--- src/cache_consts.svh ---
`ifndef CACHE_CONSTS_SVH
`define CACHE_CONSTS_SVH

// system word and address
`define CACHE_ADDR_W     16
`define CACHE_DATA_W     16

// cache address split and geometry
`define CACHE_TAG_W      5
`define CACHE_INDEX_W    8
`define CACHE_OFFSET_W   3
`define CACHE_SETS       256
`define CACHE_LINE_WORDS 4
// wide enough for write-back and fill beats
`define CACHE_BEAT_W     3

// main memory, banks interleaved by word
`define MEM_BANKS        4
`define MEM_BANK_W       2
`define MEM_ROW_W        13
`define MEM_ROWS         8192
`define MEM_RD_LATENCY   2
// power-up word at byte address A holds A ^ key
`define MEM_FILL_KEY     16'h5a5a

`endif

--- src/cache_pkg.sv ---
`include "cache_consts.svh"

package cache_pkg;

	// tag | index | byte offset
	typedef struct packed {
		logic [`CACHE_TAG_W-1:0]    tag;
		logic [`CACHE_INDEX_W-1:0]  index;
		logic [`CACHE_OFFSET_W-1:0] offset;
	} cache_view_t;

	// row | bank | byte bit
	typedef struct packed {
		logic [`MEM_ROW_W-1:0]  row;
		logic [`MEM_BANK_W-1:0] bank;
		logic                   byte_bit;
	} mem_view_t;

	// same address word, seen by the cache or by the banks
	typedef union packed {
		cache_view_t cache;
		mem_view_t   mem;
	} cache_addr_u;

	typedef struct packed {
		logic                       enable;
		logic                       cmp;
		logic                       wr;
		logic                       valid_in;
		logic [`CACHE_INDEX_W-1:0]  index;
		logic [`CACHE_OFFSET_W-1:0] offset;
		logic [`CACHE_TAG_W-1:0]    tag;
		logic [`CACHE_DATA_W-1:0]   data;
	} way_req_t;

	typedef struct packed {
		logic                     hit;
		logic                     dirty;
		logic                     valid;
		logic [`CACHE_TAG_W-1:0]  tag;
		logic [`CACHE_DATA_W-1:0] data;
	} way_resp_t;

	typedef struct packed {
		logic                     rd;
		logic                     wr;
		cache_addr_u              addr;
		logic [`CACHE_DATA_W-1:0] data;
	} mem_req_t;

endpackage

--- src/cache_controller.sv ---
`timescale 1ns/1ns
`include "cache_consts.svh"

module cache_controller (
	input  logic                       clk,
	input  logic                       rst_n,
	input  logic                       rd,
	input  logic                       wr,
	input  cache_pkg::cache_addr_u     addr,
	input  logic [`CACHE_DATA_W-1:0]   data_in,
	input  cache_pkg::way_resp_t       way0,
	input  cache_pkg::way_resp_t       way1,
	input  logic [`CACHE_DATA_W-1:0]   mem_data,
	input  logic [`CACHE_BEAT_W-1:0]   beat,
	input  logic                       last,
	output cache_pkg::way_req_t        way0_req,
	output cache_pkg::way_req_t        way1_req,
	output cache_pkg::mem_req_t        mem_req,
	output logic                       cnt_start,
	output logic                       cnt_step,
	output logic                       fill_phase,
	output logic [`CACHE_DATA_W-1:0]   data_out,
	output logic                       done,
	output logic                       cache_hit,
	output logic                       stall
);

	localparam logic [1:0] ST_IDLE = 2'd0;
	localparam logic [1:0] ST_WB   = 2'd1;
	localparam logic [1:0] ST_FILL = 2'd2;

	logic [1:0]                 state;
	logic [1:0]                 next_state;
	logic                       victim_q;
	logic                       is_wr_q;
	logic [`CACHE_DATA_W-1:0]   data_q;
	logic [`CACHE_SETS-1:0]     lru;
	logic                       req_any;
	logic                       hit;
	logic                       victim;
	logic                       victim_dirty;
	logic [`CACHE_BEAT_W-1:0]   beat_wr;
	logic [`CACHE_OFFSET_W-2:0] fill_word;
	logic                       word_match;
	logic                       fill_wr;
	logic [`CACHE_DATA_W-1:0]   merged;
	logic                       en0;
	logic                       en1;
	cache_pkg::way_resp_t       victim_resp;
	cache_pkg::way_req_t        way_req;

	assign req_any = rd | wr;
	assign hit = way0.hit | way1.hit;

	// empty way first, else the one the lru bit names
	assign victim = ~way0.valid ? 1'b0 : (~way1.valid ? 1'b1 : lru[addr.cache.index]);
	assign victim_dirty = victim ? (way1.valid & way1.dirty) : (way0.valid & way0.dirty);
	assign victim_resp = victim_q ? way1 : way0;

	// cache writes trail the memory reads by the read latency
	assign beat_wr = beat - `CACHE_BEAT_W'(`MEM_RD_LATENCY);
	assign fill_word = beat_wr[`CACHE_OFFSET_W-2:0];
	assign fill_wr = (beat >= `CACHE_BEAT_W'(`MEM_RD_LATENCY));
	assign word_match = (fill_word == addr.cache.offset[`CACHE_OFFSET_W-1:1]);
	// requested word takes the store data on a write miss
	assign merged = (is_wr_q & word_match) ? data_in : mem_data;

	assign fill_phase = (state == ST_FILL);

	always_comb
	begin
		way_req = '0;
		way_req.index = addr.cache.index;
		way_req.offset = addr.cache.offset;
		way_req.tag = addr.cache.tag;
		way_req.data = data_in;
		en0 = 1'b0;
		en1 = 1'b0;
		mem_req = '0;
		mem_req.addr = addr;
		cnt_start = 1'b0;
		cnt_step = 1'b0;
		data_out = '0;
		done = 1'b0;
		cache_hit = 1'b0;
		stall = 1'b0;
		next_state = state;
		case (state)
			ST_IDLE:
			begin
				// both ways compare at once
				way_req.cmp = 1'b1;
				way_req.wr = wr;
				en0 = way0.hit;
				en1 = way1.hit & ~way0.hit;
				if (way0.hit)
				begin
					data_out = way0.data;
				end
				else if (way1.hit)
				begin
					data_out = way1.data;
				end
				done = req_any & hit;
				cache_hit = req_any & hit;
				stall = req_any & ~hit;
				if (req_any & ~hit)
				begin
					cnt_start = 1'b1;
					next_state = victim_dirty ? ST_WB : ST_FILL;
				end
			end
			ST_WB:
			begin
				// victim word out to its own line in memory
				way_req.offset = {beat[`CACHE_OFFSET_W-2:0], 1'b0};
				mem_req.wr = 1'b1;
				mem_req.addr.cache.tag = victim_resp.tag;
				mem_req.addr.cache.offset = {beat[`CACHE_OFFSET_W-2:0], 1'b0};
				mem_req.data = victim_resp.data;
				stall = 1'b1;
				if (last)
				begin
					cnt_start = 1'b1;
					next_state = ST_FILL;
				end
				else
				begin
					cnt_step = 1'b1;
				end
			end
			ST_FILL:
			begin
				mem_req.rd = (beat < `CACHE_BEAT_W'(`CACHE_LINE_WORDS));
				mem_req.addr.cache.offset = {beat[`CACHE_OFFSET_W-2:0], 1'b0};
				if (fill_wr)
				begin
					way_req.wr = 1'b1;
					way_req.valid_in = 1'b1;
					// last beat of a write miss goes as a compare write to set dirty
					way_req.cmp = is_wr_q & last;
					way_req.offset = {fill_word, 1'b0};
					way_req.data = merged;
					en0 = ~victim_q;
					en1 = victim_q;
				end
				if (last)
				begin
					done = 1'b1;
					data_out = word_match ? merged : data_q;
					next_state = ST_IDLE;
				end
				else
				begin
					stall = 1'b1;
					cnt_step = 1'b1;
				end
			end
			default:
			begin
				next_state = ST_IDLE;
			end
		endcase
		way0_req = way_req;
		way0_req.enable = en0;
		way1_req = way_req;
		way1_req.enable = en1;
	end

	always_ff @(posedge clk or negedge rst_n)
	begin
		if (!rst_n)
		begin
			state <= ST_IDLE;
			victim_q <= 1'b0;
			is_wr_q <= 1'b0;
			lru <= '0;
		end
		else
		begin
			state <= next_state;
			if (state == ST_IDLE && req_any)
			begin
				if (hit)
				begin
					// point lru at the way not used
					lru[addr.cache.index] <= way0.hit;
				end
				else
				begin
					victim_q <= victim;
					is_wr_q <= wr;
				end
			end
			if (state == ST_FILL && last)
			begin
				lru[addr.cache.index] <= ~victim_q;
			end
		end
	end

	// keep the requested word as it goes by
	always_ff @(posedge clk)
	begin
		if (state == ST_FILL && fill_wr && word_match)
		begin
			data_q <= merged;
		end
	end

endmodule

--- config.mk ---
export PLATFORM = sky130hd
export DESIGN_NAME = cache_controller
export DESIGN_NICKNAME = d
export VERILOG_FILES = /design/src/cache_pkg.sv /design/src/cache_controller.sv
export VERILOG_INCLUDE_DIRS = /design/src
export SDC_FILE = /design/constraint.sdc
export NUM_CORES = 1
export LEC_CHECK = 0
export BUFFER_PORTS_ARGS = -buffer_cell sky130_fd_sc_hd__buf_2
export CAP_MARGIN = 25
export CORE_MARGIN = 2
export CORE_UTILIZATION = 43
export CTS_CLUSTER_DIAMETER = 100
export CTS_CLUSTER_SIZE = 30
export DETAILED_ROUTE_END_ITERATION = 7
export PLACE_DENSITY = 0.61
export SYNTH_ARGS = -nofsm -noshare
export SYNTH_HDL_FRONTEND = slang
export SYNTH_SLANG_ARGS = --single-unit
--- constraint.sdc ---
create_clock -name clk -period 12.1 [get_ports clk]
set_clock_uncertainty 0.1 [all_clocks]
set_input_delay 3.63 -clock clk [delete_from_list [all_inputs] [get_ports clk]]
set_output_delay 3.63 -clock clk [all_outputs]
set_load 0.005 [all_outputs]
==> key figures <==
STA
  – Final hold vios: 0
  – Post-route setup slack: 3020 ps
  – Final min period: 9080 ps
  – RSZ-0062 raised after global routing: false
  – Fmax: 110 MHz
  – Final Max Slew Viols: 0
  – Endpoints failing setup: 0
  – Fin crit share: 75.0%
  – Max-Slew Margin vs Limit: slightly above 30%
  – Worst slew pin tran: 1030 ps
  – Setup TNS: 0 ps

Worst setup path
  – CP Launch Type: primary input
  – Crit path top cell by count: buf_2
  – CP Data Required Time: 8370 ps
  – CP endpoint kind: output pin
  – Flop2flop setup slack: around 8800 ps
  – Path type of the worst setup path: primary input to output pin
  – Slowest stage cell on the critical path: clkinv_1
  – Worst path bufs/invs: 4
  – R2R Path End: state[1]$_DFFE_PN0P_
  – Crit-path cells: buf_2, or2_2, nand2b_1, inv_1, nor2_1, clkinv_1, buf_2
  – RR Startpoint: lru[139]$_DFF_PN0_
  – Levels on crit path: 7
  – CP max FO: 8
  – Arr. time, crit path: 5350 ps
  – Crit-path max cell delay: 450 ps
  – Family with the most delay on the worst path: buffers and inverters
  – Worst r2r path cells: 8

Clock network
  – Root buffer cell: clkbuf_16
  – Clk sinks: 276
  – Worst-Skew Late Latency: ~520 ps
  – CTS tree: done
  – Bufs on Longest Clock Path: 3
  – CTS clk-pin slew, worst paths: 120 ps
  – Max H-tree Level: 1
  – Hold_buf cts: 0
  – CTS Buf Count: 13
  – Post-CTS setup buffer count: 0
  – Post_cts resized: 0

Floorplan
  – # rows: 67
  – Die area: 35,600 µm²
  – Die H: 189 µm
  – Starting Density: 43.7%
  – Core Region: 33,500 µm²
  – Die W: 189 µm
  – Num ports: 232

Placement
  – DP Area: 15,700 µm²
  – Place WS: approximately 2600 ps
  – PortBufs: 231
  – Placer Congestion: 0.894
  – Dpl cells: 2,032
  – Final HPWL DP: 30,200 µm

Global route
  – All-Layer GR Usage: 24.9%
  – Largest net degree at the start of global routing: 135
  – Vias in the first global route: roughly 12,000
  – First-pass GRT wire length: 69,800 µm
  – Initial antenna violation count: 0
  – GR Overflow Total: 0

Finish
  – Layout fillers: 3,207
  – Post-route cell area: 16,200 µm²
  – Commonest cells after routing, fill and taps aside: o21ai_0 (473), dfrtp_1 (260), buf_2 (228), nand2_1 (106), a21oi_1 (89)
  – Most common cell after layout, fill and taps aside: o21ai_0
  – Post-Layout Cell Count: 2,053
  – Layout Area Growth over Synthesis: 10.2%
  – Antenna cells: 0
  – Area of the multi-input gates: about 6600 µm²
  – Fin nets: between 1,500 and 2,000
  – Share of cells above drive strength 1: 22.1%
  – Seq. cell area: 6990 µm²

Power and ir drop
  – Power Density: 143 nW/µm²
  – Peak VDD IR: 92.5 µV
  – Lkg Pwr: slightly above 7 nW
  – Total power: 2.31 mW

Drt
  – Vias post-DR: 12,300
  – Initial drt markers: 1,106
  – Pre-Repair DR Iteration Count: 6
  – DR WL/cell: 21.8 µm
  – DR WL met3: about 3000 µm
  – WL met2: 21,700 µm
  – Vias per cell: ~6
  – DR top layer: met4
  – Wire length on met1: 19,000 µm
  – Detail Route Antenna Nets: 0
  – Residual DRC count: 0
  – Final WL: 44,700 µm

Hold path
  – HP Class: register to register
  – Hold path start: lru[254]$_DFF_PN0_
  – Hold Path End: lru[254]$_DFF_PN0_
  – Hold path depth: 2

Yosys
  – Syn avg cell area: 9.77 µm²
  – Number of flops mapped to enable cells by yosys: 16
  – Post-synth top flop: dfrtp_1
  – Seq cells post-synth: 276
  – Cell Area, Synth: between 10,000 and 15,000 µm²
  – Ys Warns: 0
  – Synth unique cells: 57
  – Post-synthesis cell count: 1,501
  – Post-Syn Nets: 1,609
  – Asr flop ratio synth: 94.2%
  – Sequential-to-total area share from yosys stat: 47.6%

Job
  – Max Cap Violations: 0

Outcome
  – Status: complete, no violations
kinds of logic after synthesis:
logic type | Yosys count | share of synthesized area [%]
buffers and inverters | 201 | 7.08
and+or+nand+nor | 257 | 7.88
xor gates and xnor gates | 2 | 0.119
adders and majority gates | 4 | 0.341
DFF | 276 | 47.6
muxes | 116 | 13.4
AOI/OAI and AO/OA | 645 | 23.5
per-layer routing:
metal / up-vias / track usage [%]
li1: 5587 / -
met3: 76 / 3.33
met2: 484 / 42.1
met4: 0 / 5.08
met1: 6190 / 34.5
met5: - / 0
synth_stat cells (3+ instances only):
master    number  area share [%]
nor2b_1       26             1.1
nand2b_1      11            0.47
ha_1           4            0.34
clkbuf_1      95             2.4
nor3_1        14            0.48
inv_1         26            0.67
nand3_1       16            0.55
a21o_1         3            0.15
o21ai_0      474              16
nor3b_1        3            0.15
buf_1          6            0.15
or2_2          4            0.17
a22oi_1       31             1.6
o31ai_1        4            0.20
nand2_1      106             2.7
nor2_1        65             1.7
o21ai_1        3            0.10
buf_4         60             3.1
a22o_1         3            0.18
mux2i_1       42             2.9
a21oi_1       89             3.0
mux4_1         5            0.90
buf_2          9            0.31
and2_1         5            0.21
mux4_2        57             8.8
mux2_2        12            0.92
edfxtp_1      16             3.3
and3b_1        3            0.18
dfrtp_1      260              44
a31oi_1       12            0.51
o22ai_1        7            0.30
area by class of cell:
cell class | count | share of cell area (%)
clock buffers | 15 | 2.06
clock inverters | 4 | 0.395
inverters | 27 | 0.627
multi-input cells | 1024 | 41.1
flip-flops and latches | 276 | 43.2
well taps | 448 | 3.47
repair buffers | 259 | 9.06
how the worst max path moves through the flow:
stage | start | endpoint | slack, ps
2_1_floorplan | beat[1] | way1_req[13] | 3030
3_3_place_gp | beat[1] | data_out[7] | 2700
3_5_place_dp | beat[1] | data_out[1] | 2610
4_1_cts | beat[1] | data_out[10] | 2600
5_1_grt | beat[1] | data_out[8] | 2870
6_report | rd | done | 3020
flip-flops by register name (all words and copies together) (netlist names):
register and flops:
lru 256, state 2, data_q 16, victim_q 1, is_wr_q 1
power breakdown:
group	switching, mW	internal (mW)
registers	0.0612	1.05
logic	0.397	0.268
clock network	0.309	0.227
total	0.767	1.54
stage by stage:
step           util (%)  hold WS [ps]
3_3_place_gp       46.6           369
3_5_place_dp       46.9           376
4_1_cts            48.1           402
6_report           48.2           406
5_1_grt            48.2           432
2_1_floorplan         -           343
tightest hold or removal path, stage by stage, from the launching register on:
cell	delay, ps
dfrtp_1	370
nand2_1	50
o21ai_0	60
No activity file was read; power rests on OpenSTA's default activity.
