`src/cache_consts.svh`:
```
`ifndef CACHE_CONSTS_SVH
`define CACHE_CONSTS_SVH

// system word and address
`define CACHE_ADDR_W     16
`define CACHE_DATA_W     16

// cache address split and geometry
`define CACHE_TAG_W      5
`define CACHE_INDEX_W    8
`define CACHE_OFFSET_W   3
`define CACHE_SETS       256
`define CACHE_LINE_WORDS 4
// wide enough for write-back and fill beats
`define CACHE_BEAT_W     3

// main memory, banks interleaved by word
`define MEM_BANKS        4
`define MEM_BANK_W       2
`define MEM_ROW_W        13
`define MEM_ROWS         8192
`define MEM_RD_LATENCY   2
// power-up word at byte address A holds A ^ key
`define MEM_FILL_KEY     16'h5a5a

`endif

```
`src/beat_counter.sv`:
```
`timescale 1ns/1ns
`include "cache_consts.svh"

module beat_counter (
	input  logic                     clk,
	input  logic                     rst_n,
	input  logic                     start,
	input  logic                     step,
	input  logic                     fill_phase,
	output logic [`CACHE_BEAT_W-1:0] beat,
	output logic                     last
);

	// write-back ends on the last word
	localparam logic [`CACHE_BEAT_W-1:0] WB_LAST = `CACHE_LINE_WORDS - 1;
	// fill runs on until the last read has returned
	localparam logic [`CACHE_BEAT_W-1:0] FILL_LAST = `CACHE_LINE_WORDS - 1 + `MEM_RD_LATENCY;

	always_ff @(posedge clk or negedge rst_n)
	begin
		if (!rst_n)
		begin
			beat <= '0;
		end
		else if (start)
		begin
			beat <= '0;
		end
		else if (step)
		begin
			beat <= beat + 1'b1;
		end
	end

	assign last = fill_phase ? (beat == FILL_LAST) : (beat == WB_LAST);

endmodule

```
`config.mk`:
```
export PLATFORM = sky130hd
export DESIGN_NAME = beat_counter
export DESIGN_NICKNAME = d
export VERILOG_FILES = /design/src/beat_counter.sv
export VERILOG_INCLUDE_DIRS = /design/src
export SDC_FILE = /design/constraint.sdc
export NUM_CORES = 1
export LEC_CHECK = 0
export BUFFER_PORTS_ARGS = -buffer_cell sky130_fd_sc_hd__buf_2
export CORE_AREA = 2 2 39 41
export CTS_BUF_LIST = sky130_fd_sc_hd__clkbuf_2
export CTS_CLUSTER_SIZE = 20
export DETAILED_ROUTE_END_ITERATION = 8
export DIE_AREA = 0 0 41 43
export PLACE_DENSITY_LB_ADDON = 0.15
export SLEW_MARGIN = 10
export SYNTH_ARGS = -nofsm -noshare
export SYNTH_HDL_FRONTEND = slang
export SYNTH_SLANG_ARGS = --single-unit
```
`constraint.sdc`:
```
create_clock -name clk -period 1.1 [get_ports clk]
set_clock_uncertainty 0.1 [all_clocks]
set_input_delay 0.22 -clock clk [delete_from_list [all_inputs] [get_ports clk]]
set_output_delay 0.22 -clock clk [all_outputs]
set_load 0.02 [all_outputs]
```
==> flow_summary.rst, run 1 <==
.. list-table::
   :header-rows: 1

   * - Metric
     - Value
   * - Worst reg2reg startpoint
     - beat[0]
   * - Number of unique standard cell types used by synthesis
     - 11
   * - Floorplan die height
     - 43 um
   * - HPWL after DPL
     - around 340 um
   * - Effective utilization at floorplan
     - 11.8%
   * - Summed instance area of the synthesized netlist
     - around 160 um^2
   * - Layout area overhead
     - 127%
   * - Vias in the first global route
     - about 210
   * - Proportion of synthesized area in mux cells
     - slightly above 6%
   * - Kind of start point of the critical path
     - flop
   * - Crit path from
     - beat[2]
   * - Destination of the worst hold path
     - beat[2]
   * - Clock net sink count
     - 3
   * - Floorplan die area
     - about 1800 um^2
   * - Period utilisation layout
     - 124%
   * - Max Fanout on Critical Path
     - 3
   * - Floorplan core area
     - roughly 1400 um^2
   * - Multi-input gate area
     - around 110 um^2
   * - CTS root buffer
     - sky130_fd_sc_hd__clkbuf_2
   * - Register bit total from synthesis
     - 3
   * - Port Buf Inserts
     - 8
   * - Tightest Pin Transition
     - around 0.12 ns
   * - Final count of hold timing violations
     - 0
   * - Max reg flops
     - 3
   * - Gp weighted congestion
     - approximately 0.66
   * - Reg-to-reg slack, setup
     - -0.08 ns
   * - Post-Synth Simple-Gate Area
     - about a quarter
   * - Total wire length after detailed routing
     - approximately 500 um
   * - Fraction of the yosys area taken by sequential cells
     - a little under half
   * - Number of I/O pins
     - 9
   * - Max-slew violations
     - 0
   * - Final setup vio count
     - 6
   * - Max capacitance violation total
     - 0
   * - Area taken by flip-flops and latches
     - between 70 and 80 um^2
   * - Layout net count
     - 41
   * - Worst-case hold slack
     - between 0.1 and 0.15 ns
   * - Placed cells
     - 41
   * - Kind of end point of the critical path
     - output port
   * - Worst hold stages
     - 2
   * - Critical path data arrival time
     - ~1.0 ns
   * - First DRT Iteration DRCs
     - 4
   * - Number of filler cells placed in the layout
     - roughly 140
   * - Die span in x
     - 41 um
   * - Post-route insts no fill
     - 50
   * - Worst max-slew margin expressed relative to the limit
     - 91.7%
   * - Antenna-violating nets left
     - 0
   * - Per-instance average area after synthesis
     - between 10 and 15 um^2
   * - Std cell rows
     - 14
   * - Number of antenna cells inserted
     - 0
   * - Overflow left after global routing
     - 0
   * - Outcome
     - complete, but fails checks
   * - Total GRT Usage
     - ~7.0%
   * - Top flop regs
     - beat: 3 flops
   * - Length in cells of the worst reg-to-reg path
     - 4
   * - Detail-routed net length per standard cell
     - between 10 and 15 um
   * - XOR/XNOR share of the synthesized area
     - around 5.3%
   * - Worst setup slack after layout
     - -0.261 ns
   * - Worst R2R End
     - beat[2]
   * - Adder and majority cell fraction of the synthesized area
     - 7.63%
   * - Setup repair after global routing missed its margin
     - true
   * - Initial DRT Pass Iterations
     - 4
   * - Compound-cell area share of the yosys netlist
     - approximately 11%
   * - Clock-pin slew reported for the worst setup and hold paths after clock tree synthesis
     - around 0.040 ns
   * - Power, Total
     - 0.398 mW
   * - Source of the worst hold timing path
     - start
   * - Failing checks
     - negative setup slack
   * - Overall via count from detail_route
     - 191
   * - H-tree depth reported by CTS
     - 1
   * - Dominant combinational cell family by area after synthesis
     - simple AND/OR/NAND/NOR gates
   * - Clock latency on the worst-skew pair
     - roughly 0.20 ns
   * - Maximum clock frequency
     - 735 MHz
   * - Global-route wire length before repair
     - between 700 and 800 um
   * - Pwr per Cell Area
     - roughly 1100 nW/um^2
   * - Kind of critical path
     - reg -> out
   * - Total CTS buffers
     - 3
   * - Register with the highest flop count
     - beat
   * - Largest net degree at the start of global routing
     - 5
   * - CTS tree
     - done
   * - Final period demand of the worst path
     - 1.36 ns
   * - Max clock buf depth
     - 2
   * - Antenna violations before repair
     - 0
   * - Warnings, synthesis
     - 0
   * - Maximum resistive drop on vdd
     - roughly 550 uV
   * - Minimum setup slack after placement
     - -0.0445 ns
   * - DR DRC count
     - 0
   * - Drt via density
     - 3.82
   * - Number of standard cells after synthesis
     - 14
   * - Required time at the worst-slack endpoint
     - around 0.78 ns
   * - Post-Syn Nets
     - 20
   * - Layout cells sized above 1
     - approximately 76%
   * - Worst hold path type
     - in -> reg
   * - Leakage
     - about 0.18 nW
power breakdown:
group          switching, mW  leakage (nW)  internal, mW
clock                 0.0557        0.0166        0.0958
combinational         0.0459         0.124        0.0714
sequential           0.00935        0.0358         0.120
synthesized netlist by cell type:
cell,instances,area [um^2]
sky130_fd_sc_hd__mux2i_1,1,10.0
sky130_fd_sc_hd__nor2_1,2,7.51
sky130_fd_sc_hd__a21oi_2,1,8.76
sky130_fd_sc_hd__nand4b_1,1,8.76
sky130_fd_sc_hd__nand2_1,1,3.75
sky130_fd_sc_hd__ha_1,1,12.5
sky130_fd_sc_hd__xnor2_1,1,8.76
sky130_fd_sc_hd__nand4bb_1,1,11.3
sky130_fd_sc_hd__nand3b_1,1,7.51
sky130_fd_sc_hd__a21bo_1,1,10.0
sky130_fd_sc_hd__dfrtp_1,3,75.1
per-layer routing:
layer | vias to the layer above | global-route usage [%] | part of all wire [%]
met2 | 6 | 9.06 | 51
met3 | 2 | 1.57 | 4.5
met4 | 0 | 8.00 | 2.3
met1 | 92 | 8.36 | 41
li1 | 91 | - | -
met5 | - | 0 | 0
worst max path at each step:
stage	endpoint
floorplan	last
global placement	last
detailed placement	last
CTS	last
global route	last
finish	last
placed cells by master (no fill, tap or decap):
master                          netlist  routed
sky130_fd_sc_hd__nor2_1               2       2
sky130_fd_sc_hd__buf_2                0       4
sky130_fd_sc_hd__a21bo_1              1       1
sky130_fd_sc_hd__a21oi_2              1       1
sky130_fd_sc_hd__nand3b_1             1       1
sky130_fd_sc_hd__xnor2_2              0       1
sky130_fd_sc_hd__buf_6                0       8
sky130_fd_sc_hd__mux2i_1              1       1
sky130_fd_sc_hd__nand4b_1             1       1
sky130_fd_sc_hd__buf_4                0       3
sky130_fd_sc_hd__ha_4                 0       1
sky130_fd_sc_hd__dlygate4sd3_1        0       1
sky130_fd_sc_hd__nand4bb_1            1       1
sky130_fd_sc_hd__clkbuf_2             0       4
sky130_fd_sc_hd__nand2_2              0       1
sky130_fd_sc_hd__dfrtp_2              0       3
per-stage QoR:
step,TNS (ns),instance area (um^2),util (%)
5_1_grt,-0.970,373,26.9
3_5_place_dp,-0.0445,265,19.2
2_1_floorplan,-0.0117,183,-
4_1_cts,-0.712,350,25.3
6_report,-0.789,373,26.9
3_3_place_gp,-0.0462,265,19.2
kinds of logic (layout without fill, tap and decap cells):
kind of cell | count (synthesis) | after routing
multiplexers | 1 | 1
AO/OA/AOI/OAI | 2 | 2
AND/OR/NAND/NOR | 6 | 6
adder cells (fa/ha/maj) | 1 | 1
buffers and inverters | 0 | 20
flip-flops | 3 | 3
XOR/XNOR | 1 | 1
critical path, stage by stage, from the launching register on:
cell,delay [ns]
sky130_fd_sc_hd__dfrtp_2,0.41
sky130_fd_sc_hd__nand4bb_1,0.21
sky130_fd_sc_hd__nand2_2,0.10
sky130_fd_sc_hd__buf_6,0.11
area by class of cell:
class | instances | share of cell area, %
Tap cell | 16 | 5.37
Sequential cell | 3 | 21.1
Timing Repair Buffer | 16 | 38.3
Clock buffer | 4 | 5.37
Multi-Input combinational cell | 11 | 29.9
what timing repair did:
item | in CTS | in global routing
setup endpoints to repair | 4 | 7
hold endpoints to repair | 3 | 0
pin swaps | 2 | 4
hold buffers | 1 | 0
gates resized for setup | 10 | 3
setup buffers | 3 | 1
Note: power is estimated with default switching activity, not from simulation.
==> inputs of run 2 (changes only) <==
--- a/config.mk
+++ b/config.mk
@@ -15,2 +15,3 @@
 export PLACE_DENSITY_LB_ADDON = 0.15
+export SETUP_SLACK_MARGIN = 0.02
 export SLEW_MARGIN = 10
==> constraint.sdc (replaced) <==
create_clock -name clk -period 1.1 [get_ports clk]
set_clock_uncertainty 0.1 [all_clocks]
set_input_delay 0.165 -clock clk [delete_from_list [all_inputs] [get_ports clk]]
set_output_delay 0.165 -clock clk [all_outputs]
set_load 0.02 [all_outputs]
==> run 2 against run 1 <==
Against the previous run:
- the run still ends with negative setup slack left
- core utilization fell by 1.1 points
- total power fell by 1.7%
- via count fell by 7.9%
- wire length fell by 13%
- largest cell class unchanged
- sequential share of layout area rose by 0.54 points
- first-iteration DRC count fell by 100%
- global-route usage fell by 0.39 points
- worst setup slack improved by 0.10 ns
==> flow_summary.rst, run 2 (synthesis gave the netlist of run 1 again) <==
.. list-table::
   :header-rows: 1

   * - Metric
     - Value
   * - Outcome
     - complete, but fails checks (unchanged)
   * - Failing checks
     - negative setup slack (unchanged)
   * - Antenna-violating nets left
     - 0 (unchanged)
   * - Pwr per Cell Area
     - 1090 nW/um^2 (was 1070 nW/um^2)
   * - Maximum clock frequency
     - 793 MHz (was 735 MHz)
   * - Global-route wire length before repair
     - 676 um (was 786 um)
   * - Reg power frac
     - 32.7% (was 32.5%)
   * - Psw
     - 0.107 mW (was 0.111 mW)
   * - Initial DRT Pass Iterations
     - 1 (was 4)
   * - Detail-routed net length per standard cell
     - 9.06 um (was 10.2 um)
   * - Max Fanout on Critical Path
     - 3 (unchanged)
   * - Slowest cell on the critical path
     - sky130_fd_sc_hd__dfrtp_2 (unchanged)
   * - Maximum resistive drop on vdd
     - 498 uV (was 546 uV)
   * - Most used cells in the layout excluding fill and tap cells
     - 7 x sky130_fd_sc_hd__buf_6, 5 x sky130_fd_sc_hd__buf_2, 4 x sky130_fd_sc_hd__clkbuf_2 (was 8 x sky130_fd_sc_hd__buf_6, 4 x sky130_fd_sc_hd__clkbuf_2, 4 x sky130_fd_sc_hd__buf_2, 3 x sky130_fd_sc_hd__dfrtp_2, 3 x sky130_fd_sc_hd__buf_4)
   * - Max reg flops
     - 3 (unchanged)
   * - Switching part of the total
     - 27.4% (was 27.9%)
   * - Share of total power in the clock network
     - 38.2% (was 38.1%)
   * - Worst-case hold slack
     - 0.0612 ns (was 0.112 ns)
   * - HPWL after DPL
     - 333 um (was 337 um)
   * - Area taken by flip-flops and latches
     - 77.6 um^2 (was 78.8 um^2)
   * - Power, Total
     - 0.392 mW (was 0.398 mW)
   * - Multi-input gate area
     - 111 um^2 (unchanged)
   * - Floorplan die area
     - 1760 um^2 (unchanged)
   * - Internal power
     - 0.284 mW (was 0.287 mW)
   * - Clock-pin slew reported for the worst setup and hold paths after clock tree synthesis
     - 0.04 ns (about the same)
   * - CTS tree
     - done (unchanged)
   * - Antenna violations before repair
     - 0 (unchanged)
   * - Final setup vio count
     - 5 (was 6)
   * - Clock latency on the worst-skew pair
     - 0.19 ns (was 0.20 ns)
   * - Placed cells
     - 40 (was 41)
   * - Die span in x
     - 41 um (unchanged)
   * - Worst max-slew margin expressed relative to the limit
     - 91.1% (was 91.7%)
   * - Top flop regs
     - beat: 3 flops (unchanged)
   * - Leakage
     - 0.172 nW (was 0.177 nW)
   * - Drt via density
     - 3.59 (was 3.82)
   * - Layout cells sized above 1
     - 72.7% (was 76.5%)
   * - Effective utilization at floorplan
     - 11.8% (unchanged)
   * - Combinational power share
     - 29.1% (was 29.4%)
   * - Vias in the first global route
     - 187 (was 213)
   * - CTS root buffer
     - sky130_fd_sc_hd__clkbuf_2 (unchanged)
   * - Number of I/O pins
     - 9 (unchanged)
   * - Floorplan die height
     - 43 um (unchanged)
   * - DR DRC count
     - 0 (unchanged)
   * - Required time at the worst-slack endpoint
     - 0.83 ns (was 0.78 ns)
   * - Total CTS buffers
     - 3 (unchanged)
   * - Number of filler cells placed in the layout
     - 153 (was 143)
   * - Clock net sink count
     - 3 (unchanged)
   * - Register with the highest flop count
     - beat (unchanged)
   * - Layout net count
     - 40 (was 41)
   * - Tightest Pin Transition
     - 0.129 ns (was 0.122 ns)
   * - Minimum setup slack after placement
     - -0.0154 ns (was -0.0445 ns)
   * - Largest net degree at the start of global routing
     - 5 (unchanged)
   * - Max clock buf depth
     - 2 (unchanged)
   * - Total GRT Usage
     - 6.64% (was 7.03%)
   * - Overflow left after global routing
     - 0 (unchanged)
   * - Floorplan core area
     - 1380 um^2 (unchanged)
   * - Kind of critical path
     - reg -> out (unchanged)
   * - Cells traversed along the worst timing path
     - nand4b_1, nand2_2, buf_6 (was nand4bb_1, nand2_2, buf_6)
   * - Gp weighted congestion
     - 0.682 (was 0.660)
   * - Overall via count from detail_route
     - 176 (was 191)
   * - Final period demand of the worst path
     - 1.26 ns (was 1.36 ns)
   * - Period utilisation layout
     - 115% (was 124%)
   * - Post-route insts no fill
     - 49 (was 50)
   * - Std cell rows
     - 14 (unchanged)
   * - Port Buf Inserts
     - 8 (unchanged)
   * - Worst hold path type
     - in -> reg (unchanged)
   * - Most common cell after layout, fill and taps aside
     - sky130_fd_sc_hd__buf_6 (unchanged)
   * - H-tree depth reported by CTS
     - 1 (unchanged)
   * - Max capacitance violation total
     - 0 (unchanged)
   * - Slowest Stage Delay on Critical Path
     - 0.40 ns (was 0.41 ns)
   * - Layout area overhead
     - 118% (was 127%)
   * - Worst setup slack after layout
     - -0.160 ns (was -0.261 ns)
   * - Final count of hold timing violations
     - 0 (unchanged)
   * - Number of antenna cells inserted
     - 0 (unchanged)
   * - First DRT Iteration DRCs
     - 0 (was 4)
   * - Critical path data arrival time
     - 1.00 ns (was 1.04 ns)
   * - Setup repair after global routing missed its margin
     - true (unchanged)
   * - Max-slew violations
     - 0 (unchanged)
   * - Kind of start point of the critical path
     - flop (unchanged)
   * - Kind of end point of the critical path
     - output port (unchanged)
   * - Total wire length after detailed routing
     - 444 um (was 511 um)
run 2: changes by cell type in the layout (fill, tap and decap cells not counted), sizes merged:
cell  delta
buf      -1
run 2: metrics by stage:
stage | util (%) | cell area, um^2 | TNS, ns
3_5_place_dp | 18.5 | 256 | -0.0154
3_3_place_gp | 18.5 | 256 | -0.0112
4_1_cts | 24.5 | 339 | -0.410
5_1_grt | 25.9 | 358 | -0.582
6_report | 25.9 | 358 | -0.304
2_1_floorplan | - | 181 | 0
run 2: worst paths after layout:
| check | from | endpoint | slack [ns] | cells after the start |
|---|---|---|---|---|
| setup / recovery | beat[1] | last | -0.16 | 3 |
| hold / removal | start | beat[2] | 0.06 | 2 |
| setup reg to reg | beat[1] | beat[1] | -0.06 | 4 |
| hold reg to reg | beat[1] | beat[1] | 0.57 | 3 |
| max in group asynchronous | rst_n | beat[1] | 0.59 | 2 |
| min in group asynchronous | rst_n | beat[2] | 0.18 | 2 |
run 2: cell type report:
cell class	count	area share, %
timing repair buffer	15	36.0
clock buffer	4	5.59
tap	16	5.59
multi-input combinational	11	31.1
sequential	3	21.7
run 2: worst max-delay path, delay by kind of cell (launching register included):
family,cells,cell delay [ns]
DFF,1,0.40
and+or+nand+nor,2,0.28
buffers and inverters,1,0.11
run 2: power groups by stage:
stage                     clock network (mW)  logic (mW)  registers (mW)
after floorplan                            0      0.0220           0.143
after global placement                     0      0.0646           0.134
after detailed placement                   0      0.0652           0.133
after CTS                              0.161       0.106           0.128
after global routing                   0.176       0.122           0.130
final                                  0.150       0.114           0.128
run 2: timing repair:
item | 4_1_cts | 5_1_grt
setup buffers | 3 | 1
hold endpoints to repair | 3 | 0
pin swaps | 4 | 4
hold buffers | 1 | 0
gates resized for setup | 9 | 2
endpoints found under the setup margin | 5 | 7
run 2: metal layers:
layer,vias to the layer above,GRT usage (%),wire length (um)
li1,89,-,-
met1,83,6.80,183
met2,4,7.50,243
met3,0,3.14,17
met4,0,10.0,0
met5,-,0,0
